$ cat config.mk
export PLATFORM = sky130hd
export DESIGN_NAME = raster_core_top
export DESIGN_NICKNAME = d
export VERILOG_FILES = /design/src/source/raster_pkg.sv /design/src/source/modeline_regs.sv /design/src/source/pixel_fetch.sv /design/src/source/raster_core_top.sv /design/src/source/raster_timing.sv /design/src/source/video_out.sv
export SDC_FILE = /design/constraint.sdc
export NUM_CORES = 1
export LEC_CHECK = 0
export BUFFER_PORTS_ARGS = -buffer_cell sky130_fd_sc_hd__buf_2
export CORE_UTILIZATION = 55
export CTS_CLUSTER_SIZE = 16
export DETAILED_ROUTE_END_ITERATION = 8
export HOLD_SLACK_MARGIN = 0.03
export PLACE_DENSITY = 0.76
export SETUP_SLACK_MARGIN = 0.02
export SLEW_MARGIN = 0
export SYNTH_ARGS = -nofsm -noshare
export SYNTH_HDL_FRONTEND = slang
export SYNTH_SLANG_ARGS = --single-unit
$ cat constraint.sdc
create_clock -name clk_sys -period 9.7 [get_ports clk_sys]
set_input_delay 1.94 -clock clk_sys [delete_from_list [all_inputs] [get_ports clk_sys]]
set_output_delay 1.94 -clock clk_sys [all_outputs]
set_load 0.01 [all_outputs]
$ cat src/source/raster_pkg.sv
/* shared widths, pixel and word types, default 256x240 modeline, buffer depth
   FIFO_DEPTH must be a power of two, PIX_PER_WORD too */
package raster_pkg;

	//////////////////////////////////////////////////////////////////////
	// widths that carry a meaning
	//////////////////////////////////////////////////////////////////////

	localparam int PIX_W        = 24;           // rgb 8:8:8
	localparam int PIX_PER_WORD = 4;            // pixels packed in one fb word
	localparam int PIX_IDX_W    = $clog2(PIX_PER_WORD);

	localparam int FIFO_DEPTH = 8;              // words, also reader credits at reset
	localparam int FIFO_AW    = $clog2(FIFO_DEPTH);

	typedef logic [11:0] coord_t;               // h/v size or position
	typedef logic [7:0]  porch_t;               // porch or sync length
	typedef logic [3:0]  ce_div_t;              // sys clocks per pixel, 2..15
	typedef logic [PIX_W-1:0] pixel_t;          // r[23:16] g[15:8] b[7:0]
	typedef logic [PIX_PER_WORD*PIX_W-1:0] fb_word_t; // pixel 0 in low bits
	typedef logic [15:0] frame_t;
	typedef logic [15:0] stat_t;

	//////////////////////////////////////////////////////////////////////
	// default mode, 256x240 at divisor 15
	//////////////////////////////////////////////////////////////////////

	localparam coord_t  DEF_H      = 12'd256;
	localparam porch_t  DEF_HFP    = 8'd10;
	localparam porch_t  DEF_HS     = 8'd24;
	localparam porch_t  DEF_HBP    = 8'd41;

	localparam coord_t  DEF_V      = 12'd240;
	localparam porch_t  DEF_VFP    = 8'd2;
	localparam porch_t  DEF_VS     = 8'd3;
	localparam porch_t  DEF_VBP    = 8'd16;

	// 331 pixels x 261 lines per frame
	localparam ce_div_t DEF_CE_DIV = 4'd15;

endpackage

$ cat src/source/modeline_regs.sv
/* new mode takes effect the cycle after frame_end, a load while busy replaces it
   field values are not range checked, ce_div below 2 is not supported */
`timescale 1ns/100ps

module modeline_regs (
	input  logic                clk_sys,
	input  logic                rst,
	input  logic                mode_load,   // one cycle strobe
	input  logic                frame_end,   // from raster, last pixel of frame
	input  raster_pkg::coord_t  mode_h,
	input  raster_pkg::porch_t  mode_hfp,
	input  raster_pkg::porch_t  mode_hs,
	input  raster_pkg::porch_t  mode_hbp,
	input  raster_pkg::coord_t  mode_v,
	input  raster_pkg::porch_t  mode_vfp,
	input  raster_pkg::porch_t  mode_vs,
	input  raster_pkg::porch_t  mode_vbp,
	input  raster_pkg::ce_div_t mode_ce_div,
	output raster_pkg::coord_t  act_h,
	output raster_pkg::porch_t  act_hfp,
	output raster_pkg::porch_t  act_hs,
	output raster_pkg::porch_t  act_hbp,
	output raster_pkg::coord_t  act_v,
	output raster_pkg::porch_t  act_vfp,
	output raster_pkg::porch_t  act_vs,
	output raster_pkg::porch_t  act_vbp,
	output raster_pkg::ce_div_t act_ce_div,
	output logic                mode_busy    // pending mode waiting for frame end
);
	import raster_pkg::*;

	coord_t  pend_h, pend_v;
	porch_t  pend_hfp, pend_hs, pend_hbp;
	porch_t  pend_vfp, pend_vs, pend_vbp;
	ce_div_t pend_ce_div;

	// pending set, plain capture
	always_ff @(posedge clk_sys) begin
		if (mode_load) begin
			pend_h      <= mode_h;
			pend_hfp    <= mode_hfp;
			pend_hs     <= mode_hs;
			pend_hbp    <= mode_hbp;
			pend_v      <= mode_v;
			pend_vfp    <= mode_vfp;
			pend_vs     <= mode_vs;
			pend_vbp    <= mode_vbp;
			pend_ce_div <= mode_ce_div;
		end
	end

	always_ff @(posedge clk_sys) begin
		if (rst) begin
			act_h      <= DEF_H;
			act_hfp    <= DEF_HFP;
			act_hs     <= DEF_HS;
			act_hbp    <= DEF_HBP;
			act_v      <= DEF_V;
			act_vfp    <= DEF_VFP;
			act_vs     <= DEF_VS;
			act_vbp    <= DEF_VBP;
			act_ce_div <= DEF_CE_DIV;
			mode_busy  <= 1'b0;
		end else begin
			if (frame_end && mode_busy) begin // swap at boundary, counters are at 0 next
				act_h      <= pend_h;
				act_hfp    <= pend_hfp;
				act_hs     <= pend_hs;
				act_hbp    <= pend_hbp;
				act_v      <= pend_v;
				act_vfp    <= pend_vfp;
				act_vs     <= pend_vs;
				act_vbp    <= pend_vbp;
				act_ce_div <= pend_ce_div;
			end
			if (mode_load)
				mode_busy <= 1'b1;   // new load wins over a coincident frame end
			else if (frame_end)
				mode_busy <= 1'b0;
		end
	end

endmodule

$ cat src/source/pixel_fetch.sv
/* reader starts with FIFO_DEPTH credits and sends one word per credit
   word_credit pulses when the last pixel of the head word is taken */
`timescale 1ns/100ps

module pixel_fetch (
	input  logic                 clk_sys,
	input  logic                 rst,
	input  logic                 word_valid,   // one word, costs one credit
	input  raster_pkg::fb_word_t word_data,
	input  logic                 pix_take,     // consume pix_data this cycle
	output logic                 word_credit,  // one credit back
	output logic                 pix_ready,
	output raster_pkg::pixel_t   pix_data
);
	import raster_pkg::*;

	fb_word_t             mem [FIFO_DEPTH];
	fb_word_t             head_word;
	logic [FIFO_AW-1:0]   wr_ptr, rd_ptr;
	logic [FIFO_AW:0]     count;             // words held
	logic [PIX_IDX_W-1:0] pix_idx;           // pixel within head word
	logic                 push, pop, full, empty;
	logic                 last_pix;

	assign push     = word_valid;            // credits keep this off a full buffer
	assign full     = (count == (FIFO_AW+1)'(FIFO_DEPTH));
	assign empty    = (count == '0);
	assign last_pix = (pix_idx == PIX_IDX_W'(PIX_PER_WORD - 1));
	assign pop      = pix_take && last_pix;  // taker waits for pix_ready

	// word storage
	always_ff @(posedge clk_sys) begin
		if (push)
			mem[wr_ptr] <= word_data;
	end

	//////////////////////////////////////////////////////////////////////
	// pointers, fill count and pixel index
	//////////////////////////////////////////////////////////////////////

	always_ff @(posedge clk_sys) begin
		if (rst) begin
			wr_ptr  <= '0;
			rd_ptr  <= '0;
			count   <= '0;
			pix_idx <= '0;
		end else begin
			if (push)
				wr_ptr <= wr_ptr + FIFO_AW'(1); // power of two depth, wraps
			if (pop)
				rd_ptr <= rd_ptr + FIFO_AW'(1);

			case ({push, pop})
				2'b10:   count <= count + (FIFO_AW+1)'(1);
				2'b01:   count <= count - (FIFO_AW+1)'(1);
				default: count <= count;   // both or neither
			endcase

			if (pix_take) begin
				if (last_pix)
					pix_idx <= '0;
				else
					pix_idx <= pix_idx + PIX_IDX_W'(1);
			end
		end
	end

	// unpack, pixel 0 lowest
	assign head_word   = mem[rd_ptr];
	assign pix_data    = head_word[pix_idx*PIX_W +: PIX_W];
	assign pix_ready   = !empty;             // readable the cycle after push
	assign word_credit = pop;                // slot free from next cycle

endmodule

$ cat src/source/raster_core_top.sv
/* one clock domain, synchronous active high reset
   word source must honor credits, FIFO_DEPTH of them after reset */
`timescale 1ns/100ps

module raster_core_top (
	input  logic                 clk_sys,
	input  logic                 rst,
	input  logic                 mode_load,
	input  raster_pkg::coord_t   mode_h,
	input  raster_pkg::porch_t   mode_hfp,
	input  raster_pkg::porch_t   mode_hs,
	input  raster_pkg::porch_t   mode_hbp,
	input  raster_pkg::coord_t   mode_v,
	input  raster_pkg::porch_t   mode_vfp,
	input  raster_pkg::porch_t   mode_vs,
	input  raster_pkg::porch_t   mode_vbp,
	input  raster_pkg::ce_div_t  mode_ce_div,
	input  logic                 word_valid,
	input  raster_pkg::fb_word_t word_data,
	output logic                 mode_busy,
	output logic                 word_credit,
	output logic                 ce_out,
	output logic                 hs,
	output logic                 vs,
	output logic                 hb,
	output logic                 vb,
	output logic                 de,
	output raster_pkg::pixel_t   rgb,
	output raster_pkg::coord_t   line,          // internal count, one clock ahead of video
	output raster_pkg::frame_t   frame_count,
	output raster_pkg::stat_t    underrun_count
);
	import raster_pkg::*;

	coord_t  act_h, act_v;
	porch_t  act_hfp, act_hs, act_hbp;
	porch_t  act_vfp, act_vs, act_vbp;
	ce_div_t act_ce_div;
	logic    frame_end;
	logic    ce_pix, hsync, vsync, hblank, vblank, active;
	logic    pix_ready, pix_take;
	pixel_t  pix_data;

	//////////////////////////////////////////////////////////////////////
	// mode registers and raster
	//////////////////////////////////////////////////////////////////////

	modeline_regs u_modeline (
		.clk_sys, .rst, .mode_load, .frame_end,
		.mode_h, .mode_hfp, .mode_hs, .mode_hbp,
		.mode_v, .mode_vfp, .mode_vs, .mode_vbp, .mode_ce_div,
		.act_h, .act_hfp, .act_hs, .act_hbp,
		.act_v, .act_vfp, .act_vs, .act_vbp, .act_ce_div,
		.mode_busy
	);

	raster_timing u_timing (
		.clk_sys, .rst,
		.act_h, .act_hfp, .act_hs, .act_hbp,
		.act_v, .act_vfp, .act_vs, .act_vbp, .act_ce_div,
		.ce_pix, .hsync, .vsync, .hblank, .vblank, .active,
		.frame_end, .line, .frame_count
	);

	// pixel side, runs beside the raster
	pixel_fetch u_fetch (
		.clk_sys, .rst, .word_valid, .word_data, .pix_take,
		.word_credit, .pix_ready, .pix_data
	);

	video_out u_vout (
		.clk_sys, .rst, .ce_pix, .hsync, .vsync, .hblank, .vblank, .active,
		.pix_ready, .pix_data, .pix_take,
		.de, .hs, .vs, .hb, .vb, .ce_out, .rgb, .underrun_count
	);

endmodule

$ cat src/source/raster_timing.sv
/* h total and v total (active plus porches) must fit in 12 bits
   line order is active, front porch, sync, back porch; sync is active high */
`timescale 1ns/100ps

module raster_timing (
	input  logic                clk_sys,
	input  logic                rst,
	input  raster_pkg::coord_t  act_h,
	input  raster_pkg::porch_t  act_hfp,
	input  raster_pkg::porch_t  act_hs,
	input  raster_pkg::porch_t  act_hbp,
	input  raster_pkg::coord_t  act_v,
	input  raster_pkg::porch_t  act_vfp,
	input  raster_pkg::porch_t  act_vs,
	input  raster_pkg::porch_t  act_vbp,
	input  raster_pkg::ce_div_t act_ce_div,
	output logic                ce_pix,      // one cycle in act_ce_div
	output logic                hsync,
	output logic                vsync,
	output logic                hblank,
	output logic                vblank,
	output logic                active,
	output logic                frame_end,   // ce cycle of last pixel in frame
	output raster_pkg::coord_t  line,
	output raster_pkg::frame_t  frame_count
);
	import raster_pkg::*;

	ce_div_t ce_cnt;
	coord_t  h_cnt, v_cnt;
	coord_t  h_fp_end, h_sync_end, h_last;
	coord_t  v_fp_end, v_sync_end, v_last;
	logic    h_wrap, v_wrap;
	logic    v_act_last;                     // last active line

	//////////////////////////////////////////////////////////////////////
	// pixel clock enable
	//////////////////////////////////////////////////////////////////////

	always_ff @(posedge clk_sys) begin
		if (rst)
			ce_cnt <= '0;
		else if (ce_cnt >= act_ce_div - 4'd1) // >= so a smaller divisor still wraps
			ce_cnt <= '0;
		else
			ce_cnt <= ce_cnt + 4'd1;
	end

	assign ce_pix = (ce_cnt == '0);

	//////////////////////////////////////////////////////////////////////
	// segment boundaries from the modeline
	//////////////////////////////////////////////////////////////////////

	assign h_fp_end   = act_h + coord_t'(act_hfp);
	assign h_sync_end = h_fp_end + coord_t'(act_hs);
	assign h_last     = h_sync_end + coord_t'(act_hbp) - 12'd1;

	assign v_fp_end   = act_v + coord_t'(act_vfp);
	assign v_sync_end = v_fp_end + coord_t'(act_vs);
	assign v_last     = v_sync_end + coord_t'(act_vbp) - 12'd1;

	assign h_wrap     = (h_cnt >= h_last);
	assign v_wrap     = (v_cnt >= v_last);
	assign v_act_last = (v_cnt == act_v - 12'd1);

	//////////////////////////////////////////////////////////////////////
	// position counters
	//////////////////////////////////////////////////////////////////////

	always_ff @(posedge clk_sys) begin
		if (rst) begin
			h_cnt <= '0;
			v_cnt <= '0;
		end else if (ce_pix) begin
			if (h_wrap) begin
				h_cnt <= '0;
				if (v_wrap)
					v_cnt <= '0;       // new frame
				else
					v_cnt <= v_cnt + 12'd1;
			end else begin
				h_cnt <= h_cnt + 12'd1;
			end
		end
	end

	// counts at vblank entry, so it steps right after the last active pixel
	always_ff @(posedge clk_sys) begin
		if (rst)
			frame_count <= '0;
		else if (ce_pix && h_wrap && v_act_last)
			frame_count <= frame_count + 16'd1;
	end

	// decode, all from counters
	assign hblank    = (h_cnt >= act_h);
	assign vblank    = (v_cnt >= act_v);
	assign hsync     = (h_cnt >= h_fp_end) && (h_cnt < h_sync_end);
	assign vsync     = (v_cnt >= v_fp_end) && (v_cnt < v_sync_end);
	assign active    = !hblank && !vblank;
	assign frame_end = ce_pix && h_wrap && v_wrap;
	assign line      = v_cnt;

endmodule

$ cat src/source/video_out.sv
/* outputs lag the raster decode by one clock
   rgb is black outside the active area and on underrun; counter saturates */
`timescale 1ns/100ps

module video_out (
	input  logic               clk_sys,
	input  logic               rst,
	input  logic               ce_pix,
	input  logic               hsync,
	input  logic               vsync,
	input  logic               hblank,
	input  logic               vblank,
	input  logic               active,
	input  logic               pix_ready,
	input  raster_pkg::pixel_t pix_data,
	output logic               pix_take,       // pops pix_data on this edge
	output logic               de,
	output logic               hs,
	output logic               vs,
	output logic               hb,
	output logic               vb,
	output logic               ce_out,
	output raster_pkg::pixel_t rgb,
	output raster_pkg::stat_t  underrun_count
);

	logic starved;                              // active pixel with nothing buffered

	assign pix_take = ce_pix && active && pix_ready;
	assign starved  = ce_pix && active && !pix_ready;

	always_ff @(posedge clk_sys) begin
		if (rst) begin
			ce_out <= 1'b0;
			de     <= 1'b0;
			hs     <= 1'b0;
			vs     <= 1'b0;
			hb     <= 1'b0;
			vb     <= 1'b0;
			rgb    <= '0;
		end else begin
			ce_out <= ce_pix;
			de     <= active;
			hs     <= hsync;
			vs     <= vsync;
			hb     <= hblank;
			vb     <= vblank;
			if (ce_pix) begin
				if (pix_take)
					rgb <= pix_data;
				else
					rgb <= '0;      // blanking or starved, black
			end
		end
	end

	// one count per starved pixel
	always_ff @(posedge clk_sys) begin
		if (rst)
			underrun_count <= '0;
		else if (starved && underrun_count != '1)
			underrun_count <= underrun_count + 16'd1;
	end

endmodule

==> key figures, run 1 <==
Synth
  – Synth area leaders: edfxtp_1, mux4_2, dfxtp_1, ha_1, mux2i_1
  – Synth Area per Inst: 16.6 um^2
  – Syn Inst Count: 2613
  – Asr flop ratio synth: 0%
  – Synthesized cell area: 43400 um^2
  – Top-count cell post-synth: edfxtp_1
  – Syn_nets: 2964
  – Top post-synthesis cells by count: edfxtp_1, mux4_2, dfxtp_1
  – Post-synth top area share: 58.4%
  – Post-synth top area cell: edfxtp_1
  – Yosys Warn Count: 0
  – #FFs+latches synth: 1026
  – Seq/Total Area, Yosys: 66.7%
  – Ys flop type: edfxtp_1
  – Yosys cell types: 66
  – Number of synthesized flops with an enable pin: 844

Place
  – Placed inst area: 45900 um^2
  – Cell Count Post-Placement: 3827
  – Buffers added on ports: 251
  – DPL Wire Length: 59400 um
  – Routability Congestion: 0.892
  – Dpl ws: 2.23 ns

Detailed routing
  – DRT antenna net count: 0
  – Drt drc: 0
  – Initial DRC Count: 1739
  – Via count: 23771
  – DR vias/cell: 5.91
  – WL per Instance: 24.2 um
  – DRT Pass-1 Iters: 6
  – Total wire length: 97300 um

Critical path
  – Worst r2r src: u_modeline.act_v[0]$_SDFFE_PP0P_
  – Reg2Reg Capture Point: u_modeline.act_vbp[5]$_SDFFE_PP0P_
  – CP peak stage delay: 0.94 ns
  – Worst Path Required: 10.22 ns
  – Crit. End Element: register
  – Crit Path Class: register to register
  – Setup slack, reg-to-reg: 2.15 ns
  – CP max stage cell: nand3_4
  – CP Max Fanout: 76
  – Most Frequent Cell on Critical Path: ha_1
  – Crit path from: u_modeline.act_v[0]$_SDFFE_PP0P_
  – R2R cell count: 30
  – Worst EP arrival: 8.07 ns
  – Startpoint types: register
  – CP Capture Point: u_modeline.act_vbp[5]$_SDFFE_PP0P_

Clock network
  – CTS max path bufs: 3
  – Clock transition at the registers of the reported paths: 0.06 ns
  – Post-CTS Resized: 0
  – Post-CTS Hold Buffers: 0
  – CTS tree: yes
  – Total CTS buffers: 102
  – Clock latency at the later pin of the worst-skew pair: 0.70 ns
  – H-tree Lvls: 3
  – Total setup buffers inserted after CTS: 0
  – Root buffer cell: clkbuf_16
  – Clock Sinks: 1026

Timing
  – FMAX: 132 MHz
  – Worst slew pin tran: 1.23 ns
  – Post-route clock period utilization: 77.8%
  – Worst Setup Slack, final: 2.15 ns
  – Final slew viol count: 0
  – Clock skew: 0.0727 ns
  – Slew headroom: 17.9%
  – Final setup violating endpoints: 0
  – Hold Violations, Final: 0
  – Final TNS setup: 0 ns
  – Unrepaired setup endpoints after global routing: false
  – Clock period minus worst slack: 7.55 ns

GRT
  – Largest net degree at the start of global routing: 133
  – Number of global-route vias before repair: 24746
  – Initial antenna violation count: 17
  – Total GRT Usage: 24.6%
  – First-pass GRT wire length: 149000 um
  – Remaining Overflow, GRT: 0

Job
  – Max-cap violations: 0

Pwr
  – Pleak: 17.8 nW
  – Total power: 9.23 mW
  – VDD IR-drop max: 0.176 mV
  – PwrDens: 187 nW/um^2

Finish
  – Layout cells sized above 1: 23.4%
  – Post-Layout Cell Count: 4023
  – Fill count: 5372
  – Post-route cell area: 49300 um^2
  – Final #Nets: 3242
  – Syn-to-layout area delta: 13.5%

Floorplanning
  – Cell Rows: 102
  – Num ports: 252
  – Total Die Area: 80100 um^2
  – Die Span X: 283 um
  – Core box area: 77800 um^2
  – Initial Util: 55.8%
  – Die Ht: 283 um

Run status
  – Status: finished, final reports clean

Min path
  – Worst min path class: register to register
[registers in the layout, summed over array words and instances (netlist names), 12 cells and up, named ones only]
name and count:
u_timing.frame_count 16, u_vout.rgb 24, u_modeline.pend_h 12, u_timing.line 12, u_vout.underrun_count 16, u_fetch.mem 768
u_modeline.act_h 12, u_timing.h_cnt 12, u_modeline.pend_v 12, u_modeline.act_v 12
[metal layers]
layer / part of all wire, % / GRT usage, % / routed length, um
met5: 0.17 / 0 / 165
met4: 2.8 / 7.68 / 2770
met3: 6.1 / 5.19 / 5880
met2: 51 / 42.5 / 49800
met1: 40 / 31.1 / 38600
[placed cells by master, fill, tap and decap left out, drive strengths merged, types with 23 or more instances in the layout]
cell type  instances
o21ai             73
inv              141
xor2              54
clkbuf           141
a21oi             77
edfxtp           844
clkinv            36
nand2             77
mux4             240
dfxtp            182
nand2b            23
nor2             181
mux2i             87
a21o              33
xnor2             62
buf              277
nand3             35
ha               168
[how the worst min path moves through the flow]
stage                                  startpoint                                 end  slack, ns  depth (start not counted)
2_1_floorplan       u_timing.ce_cnt[0]$_SDFF_PP0_       u_timing.ce_cnt[0]$_SDFF_PP0_       0.43                          1
3_3_place_gp          u_vout.rgb[22]$_SDFFE_PP0P_         u_vout.rgb[22]$_SDFFE_PP0P_       0.44                          2
3_5_place_dp           u_vout.rgb[8]$_SDFFE_PP0P_          u_vout.rgb[8]$_SDFFE_PP0P_       0.45                          2
4_1_cts        u_modeline.act_hbp[3]$_SDFFE_PP1P_  u_modeline.act_hbp[3]$_SDFFE_PP1P_       0.47                          1
5_1_grt        u_modeline.act_hbp[3]$_SDFFE_PP1P_  u_modeline.act_hbp[3]$_SDFFE_PP1P_       0.49                          1
6_report       u_modeline.act_hbp[3]$_SDFFE_PP1P_  u_modeline.act_hbp[3]$_SDFFE_PP1P_       0.47                          1
[cell type report]
type	count	area [um^2]	share of cell area, %
Sequential cell	1026	29000	58.8
Multi-Input combinational cell	1346	13600	27.6
Clock buffer	141	2810	5.70
Timing Repair Buffer	277	1480	3.01
Tap cell	1040	1300	2.64
Clock inverter	47	568	1.15
Inverter	138	518	1.05
Antenna cell	8	20.0	0.0406
[stage by stage]
stage | hold WS (ns) | utilization, %
floorplan | 0.430 | -
global placement | 0.436 | 59.0
detailed placement | 0.450 | 59.0
CTS | 0.472 | 63.3
global route | 0.486 | 63.3
finish | 0.469 | 63.3
[power breakdown]
part | switching (mW) | internal (mW) | total, mW
logic | 0.224 | 0.141 | 0.365
registers | 0.0584 | 4.88 | 4.94
clock network | 1.67 | 2.25 | 3.93
total | 1.95 | 7.27 | 9.23
[cells by family (layout without fill, tap and decap cells)]
group                    count (synthesis)  count (layout)  share of synthesized area, %
AO/OA/AOI/OAI                          269             269                          3.91
adder cells (fa/ha/maj)                181             181                          5.30
other                                    0               8                             0
buffers and inverters                  241             603                          2.11
flip-flops                            1026            1026                          66.7
XOR/XNOR                               118             118                          2.45
multiplexers                           331             331                          14.6
AND/OR/NAND/NOR                        447             447                          4.93
[worst max-delay path, delay by kind of cell, from the launching register on]
family	cells	cell delay, ns
compound gates	11	2.35
fa+ha+maj	6	1.83
simple gates	7	1.52
buf+inv	2	0.65
xor+xnor	3	0.47
flops	1	0.35
mux	1	0.21
No activity file was read; power rests on OpenSTA's default activity.
==> run 2, diff against run 1 <==
--- a/config.mk
+++ b/config.mk
@@ -5,12 +5,13 @@
 export SDC_FILE = /design/constraint.sdc
 export NUM_CORES = 1
 export LEC_CHECK = 0
+export ABC_AREA = 1
 export BUFFER_PORTS_ARGS = -buffer_cell sky130_fd_sc_hd__buf_2
-export CORE_UTILIZATION = 55
+export CORE_UTILIZATION = 61
 export CTS_CLUSTER_SIZE = 16
 export DETAILED_ROUTE_END_ITERATION = 8
 export HOLD_SLACK_MARGIN = 0.03
-export PLACE_DENSITY = 0.76
+export PLACE_DENSITY = 0.8
 export SETUP_SLACK_MARGIN = 0.02
 export SLEW_MARGIN = 0
 export SYNTH_ARGS = -nofsm -noshare
==> constraint.sdc (replaced) <==
create_clock -name clk_sys -period 7.6 [get_ports clk_sys]
set_input_delay 1.52 -clock clk_sys [delete_from_list [all_inputs] [get_ports clk_sys]]
set_output_delay 1.52 -clock clk_sys [all_outputs]
set_load 0.01 [all_outputs]
==> key figures, run 2 <==
Run status
  – Status: finished, final reports clean

Pwr
  – PwrDens: 232 nW/um^2
  – VDD IR-drop max: 0.216 mV
  – Total power: 11.9 mW
  – Pleak: 20.0 nW

Synth
  – Syn Inst Count: 4315
  – Post-synth top area cell: edfxtp_1
  – Post-synthesis compound-gate area fraction: 9.43%
  – Top post-synthesis cells by count: nand2_1, edfxtp_1, a21oi_1
  – Adder-cell share of the synthesized area: 4.90%
  – Simple-gate portion of the synthesized area: 16.4%
  – Post-synth top area share: 55.3%
  – Asr flop ratio synth: 0%
  – Number of synthesized flops with an enable pin: 844
  – Main combinational cell family by area after synthesis: simple AND/OR/NAND/NOR gates
  – Synthesized cell area: 45800 um^2
  – Syn_nets: 4666
  – Yosys cell types: 57
  – XOR/XNOR Fraction of Synth Area: 1.87%
  – Yosys Warn Count: 0
  – Post-synthesis mux area share: 0%
  – #FFs+latches synth: 1026
  – Seq/Total Area, Yosys: 63.3%
  – Top-count cell post-synth: nand2_1
  – Synth area leaders: edfxtp_1, nand2_1, dfxtp_1, a21oi_1, ha_1
  – Ys flop type: edfxtp_1
  – Synth Area per Inst: 10.6 um^2

GRT
  – Initial antenna violation count: 24
  – Total GRT Usage: 29.9%
  – First-pass GRT wire length: 176000 um
  – Remaining Overflow, GRT: 0
  – Number of global-route vias before repair: 31820
  – Largest net degree at the start of global routing: 207

Critical path
  – Reg2Reg Capture Point: u_modeline.act_vs[1]$_SDFFE_PP1P_
  – R2R cell count: 41
  – Startpoint types: register
  – Crit path from: u_modeline.act_h[0]$_SDFFE_PP0P_
  – CP peak stage delay: 0.49 ns
  – CP Max Fanout: 95
  – Crit Path Class: register to register
  – Crit. End Element: register
  – Most Frequent Cell on Critical Path: nand2_1
  – Worst Path Required: 8.09 ns
  – Worst r2r src: u_modeline.act_h[0]$_SDFFE_PP0P_
  – Worst EP arrival: 7.24 ns
  – CP max stage cell: buf_6
  – Setup slack, reg-to-reg: 0.85 ns

Clock network
  – CTS max path bufs: 3
  – Post-CTS Resized: 0
  – Clock latency at the later pin of the worst-skew pair: 0.69 ns
  – Root buffer cell: clkbuf_16
  – Clock Sinks: 1026
  – Post-CTS Hold Buffers: 0
  – Clock transition at the registers of the reported paths: 0.06 ns
  – Total CTS buffers: 100
  – H-tree Lvls: 3
  – CTS tree: yes
  – Total setup buffers inserted after CTS: 0

Timing
  – Clock period minus worst slack: 6.75 ns
  – Final setup violating endpoints: 0
  – Final slew viol count: 0
  – Clock skew: 0.0794 ns
  – FMAX: 148 MHz
  – Unrepaired setup endpoints after global routing: false
  – Post-route clock period utilization: 88.8%
  – Final TNS setup: 0 ns
  – Hold Violations, Final: 0
  – Worst slew pin tran: 1.17 ns
  – Slew headroom: 22.2%
  – Worst Setup Slack, final: 0.850 ns

Finish
  – Reg with most FFs: u_fetch.mem
  – Top flop regs: u_fetch.mem x768, u_vout.rgb x24
  – Layout cells sized above 1: 10.8%
  – Final #Nets: 4846
  – Syn-to-layout area delta: 11.6%
  – Commonest non-fill, non-tap cells in the layout: nand2_1, edfxtp_1, a21oi_1
  – Max FFs per register: 768
  – Most common cell after layout, fill and taps aside: nand2_1

Detailed routing
  – DRT Pass-1 Iters: 5
  – DRT antenna net count: 0
  – DR vias/cell: 5.98
  – Total wire length: 115000 um
  – Via count: 33267
  – Initial DRC Count: 3492
  – WL per Instance: 20.8 um
  – Drt drc: 0

Floorplanning
  – Total Die Area: 76200 um^2
  – Initial Util: 61.6%
  – Die Ht: 276 um
  – Num ports: 252
  – Die Span X: 276 um
  – Core box area: 74300 um^2
  – Cell Rows: 100

Min path
  – Hold path startpoint: u_modeline.pend_hs[4]$_DFFE_PP_
  – Worst min path class: register to register
  – Hold EP: u_modeline.act_hs[4]$_SDFFE_PP1P_
  – Hold Path Depth: 2

Place
  – Dpl ws: 0.734 ns
  – DPL Wire Length: 66500 um
  – Buffers added on ports: 251
  – Routability Congestion: 0.931

Job
  – Max-cap violations: 0
==> run 2: report_power, final <==
group,switching (mW),total [mW],internal (mW)
clock,2.12,4.96,2.84
sequential,0.0593,6.30,6.24
combinational,0.450,0.622,0.171
total,2.63,11.9,9.25
==> run 2: metrics by stage <==
step | area (um^2) | utilization [%] | hold WS (ns) | instances
5_1_grt | 51100 | 68.7 | 0.470 | 5556
2_1_floorplan | 45800 | - | 0.422 | 4315
3_5_place_dp | 47700 | 64.2 | 0.440 | 5362
3_3_place_gp | 47700 | 64.2 | 0.425 | 5362
4_1_cts | 51100 | 68.7 | 0.454 | 5549
6_report | 51100 | 68.7 | 0.455 | 5562
==> run 2: metal layers <==
layer / vias to the layer above / track usage [%] / routed length, um
li1: 15533 / - / -
met1: 15762 / 38.5 / 44700
met2: 1658 / 49.7 / 55000
met3: 290 / 5.69 / 10900
met4: 24 / 12.7 / 4670
met5: - / 0 / 155
==> run 2: worst max-delay path by stage <==
stage / end / cells after the start
floorplan: u_fetch.mem[0][0]$_DFFE_PP_ / 3
global placement: u_modeline.act_hbp[5]$_SDFFE_PP1P_ / 42
detailed placement: u_modeline.act_v[5]$_SDFFE_PP1P_ / 41
CTS: u_modeline.act_vs[1]$_SDFFE_PP1P_ / 41
global route: u_modeline.act_vs[1]$_SDFFE_PP1P_ / 42
finish: u_modeline.act_vs[1]$_SDFFE_PP1P_ / 41
==> run 2: logic make-up (layout without fill, tap and decap cells) <==
family	Yosys count	count (layout)
buffers and inverters	455	720
adders and majority gates	175	175
DFF	1026	1026
xor gates and xnor gates	94	94
other	0	13
and+or+nand+nor	1785	1785
AOI/OAI and AO/OA	780	780
==> run 2: area by class of cell <==
type	instances	area [um^2]
fill	5206	23200
inverter	243	931
tap	969	1210
clock inverter	42	493
timing repair buffer	290	1600
antenna	13	32.5
multi-input combinational	2834	15000
sequential	1026	29000
clock buffer	145	2860
==> run 2: worst max-delay path, delay by kind of cell, from the launching register on <==
kind | cells | cell delay (ns)
AO/OA/AOI/OAI | 5 | 0.87
flip-flops | 1 | 0.33
adder cells (fa/ha/maj) | 5 | 1.62
buffers and inverters | 10 | 1.25
XOR/XNOR | 1 | 0.24
AND/OR/NAND/NOR | 20 | 2.19
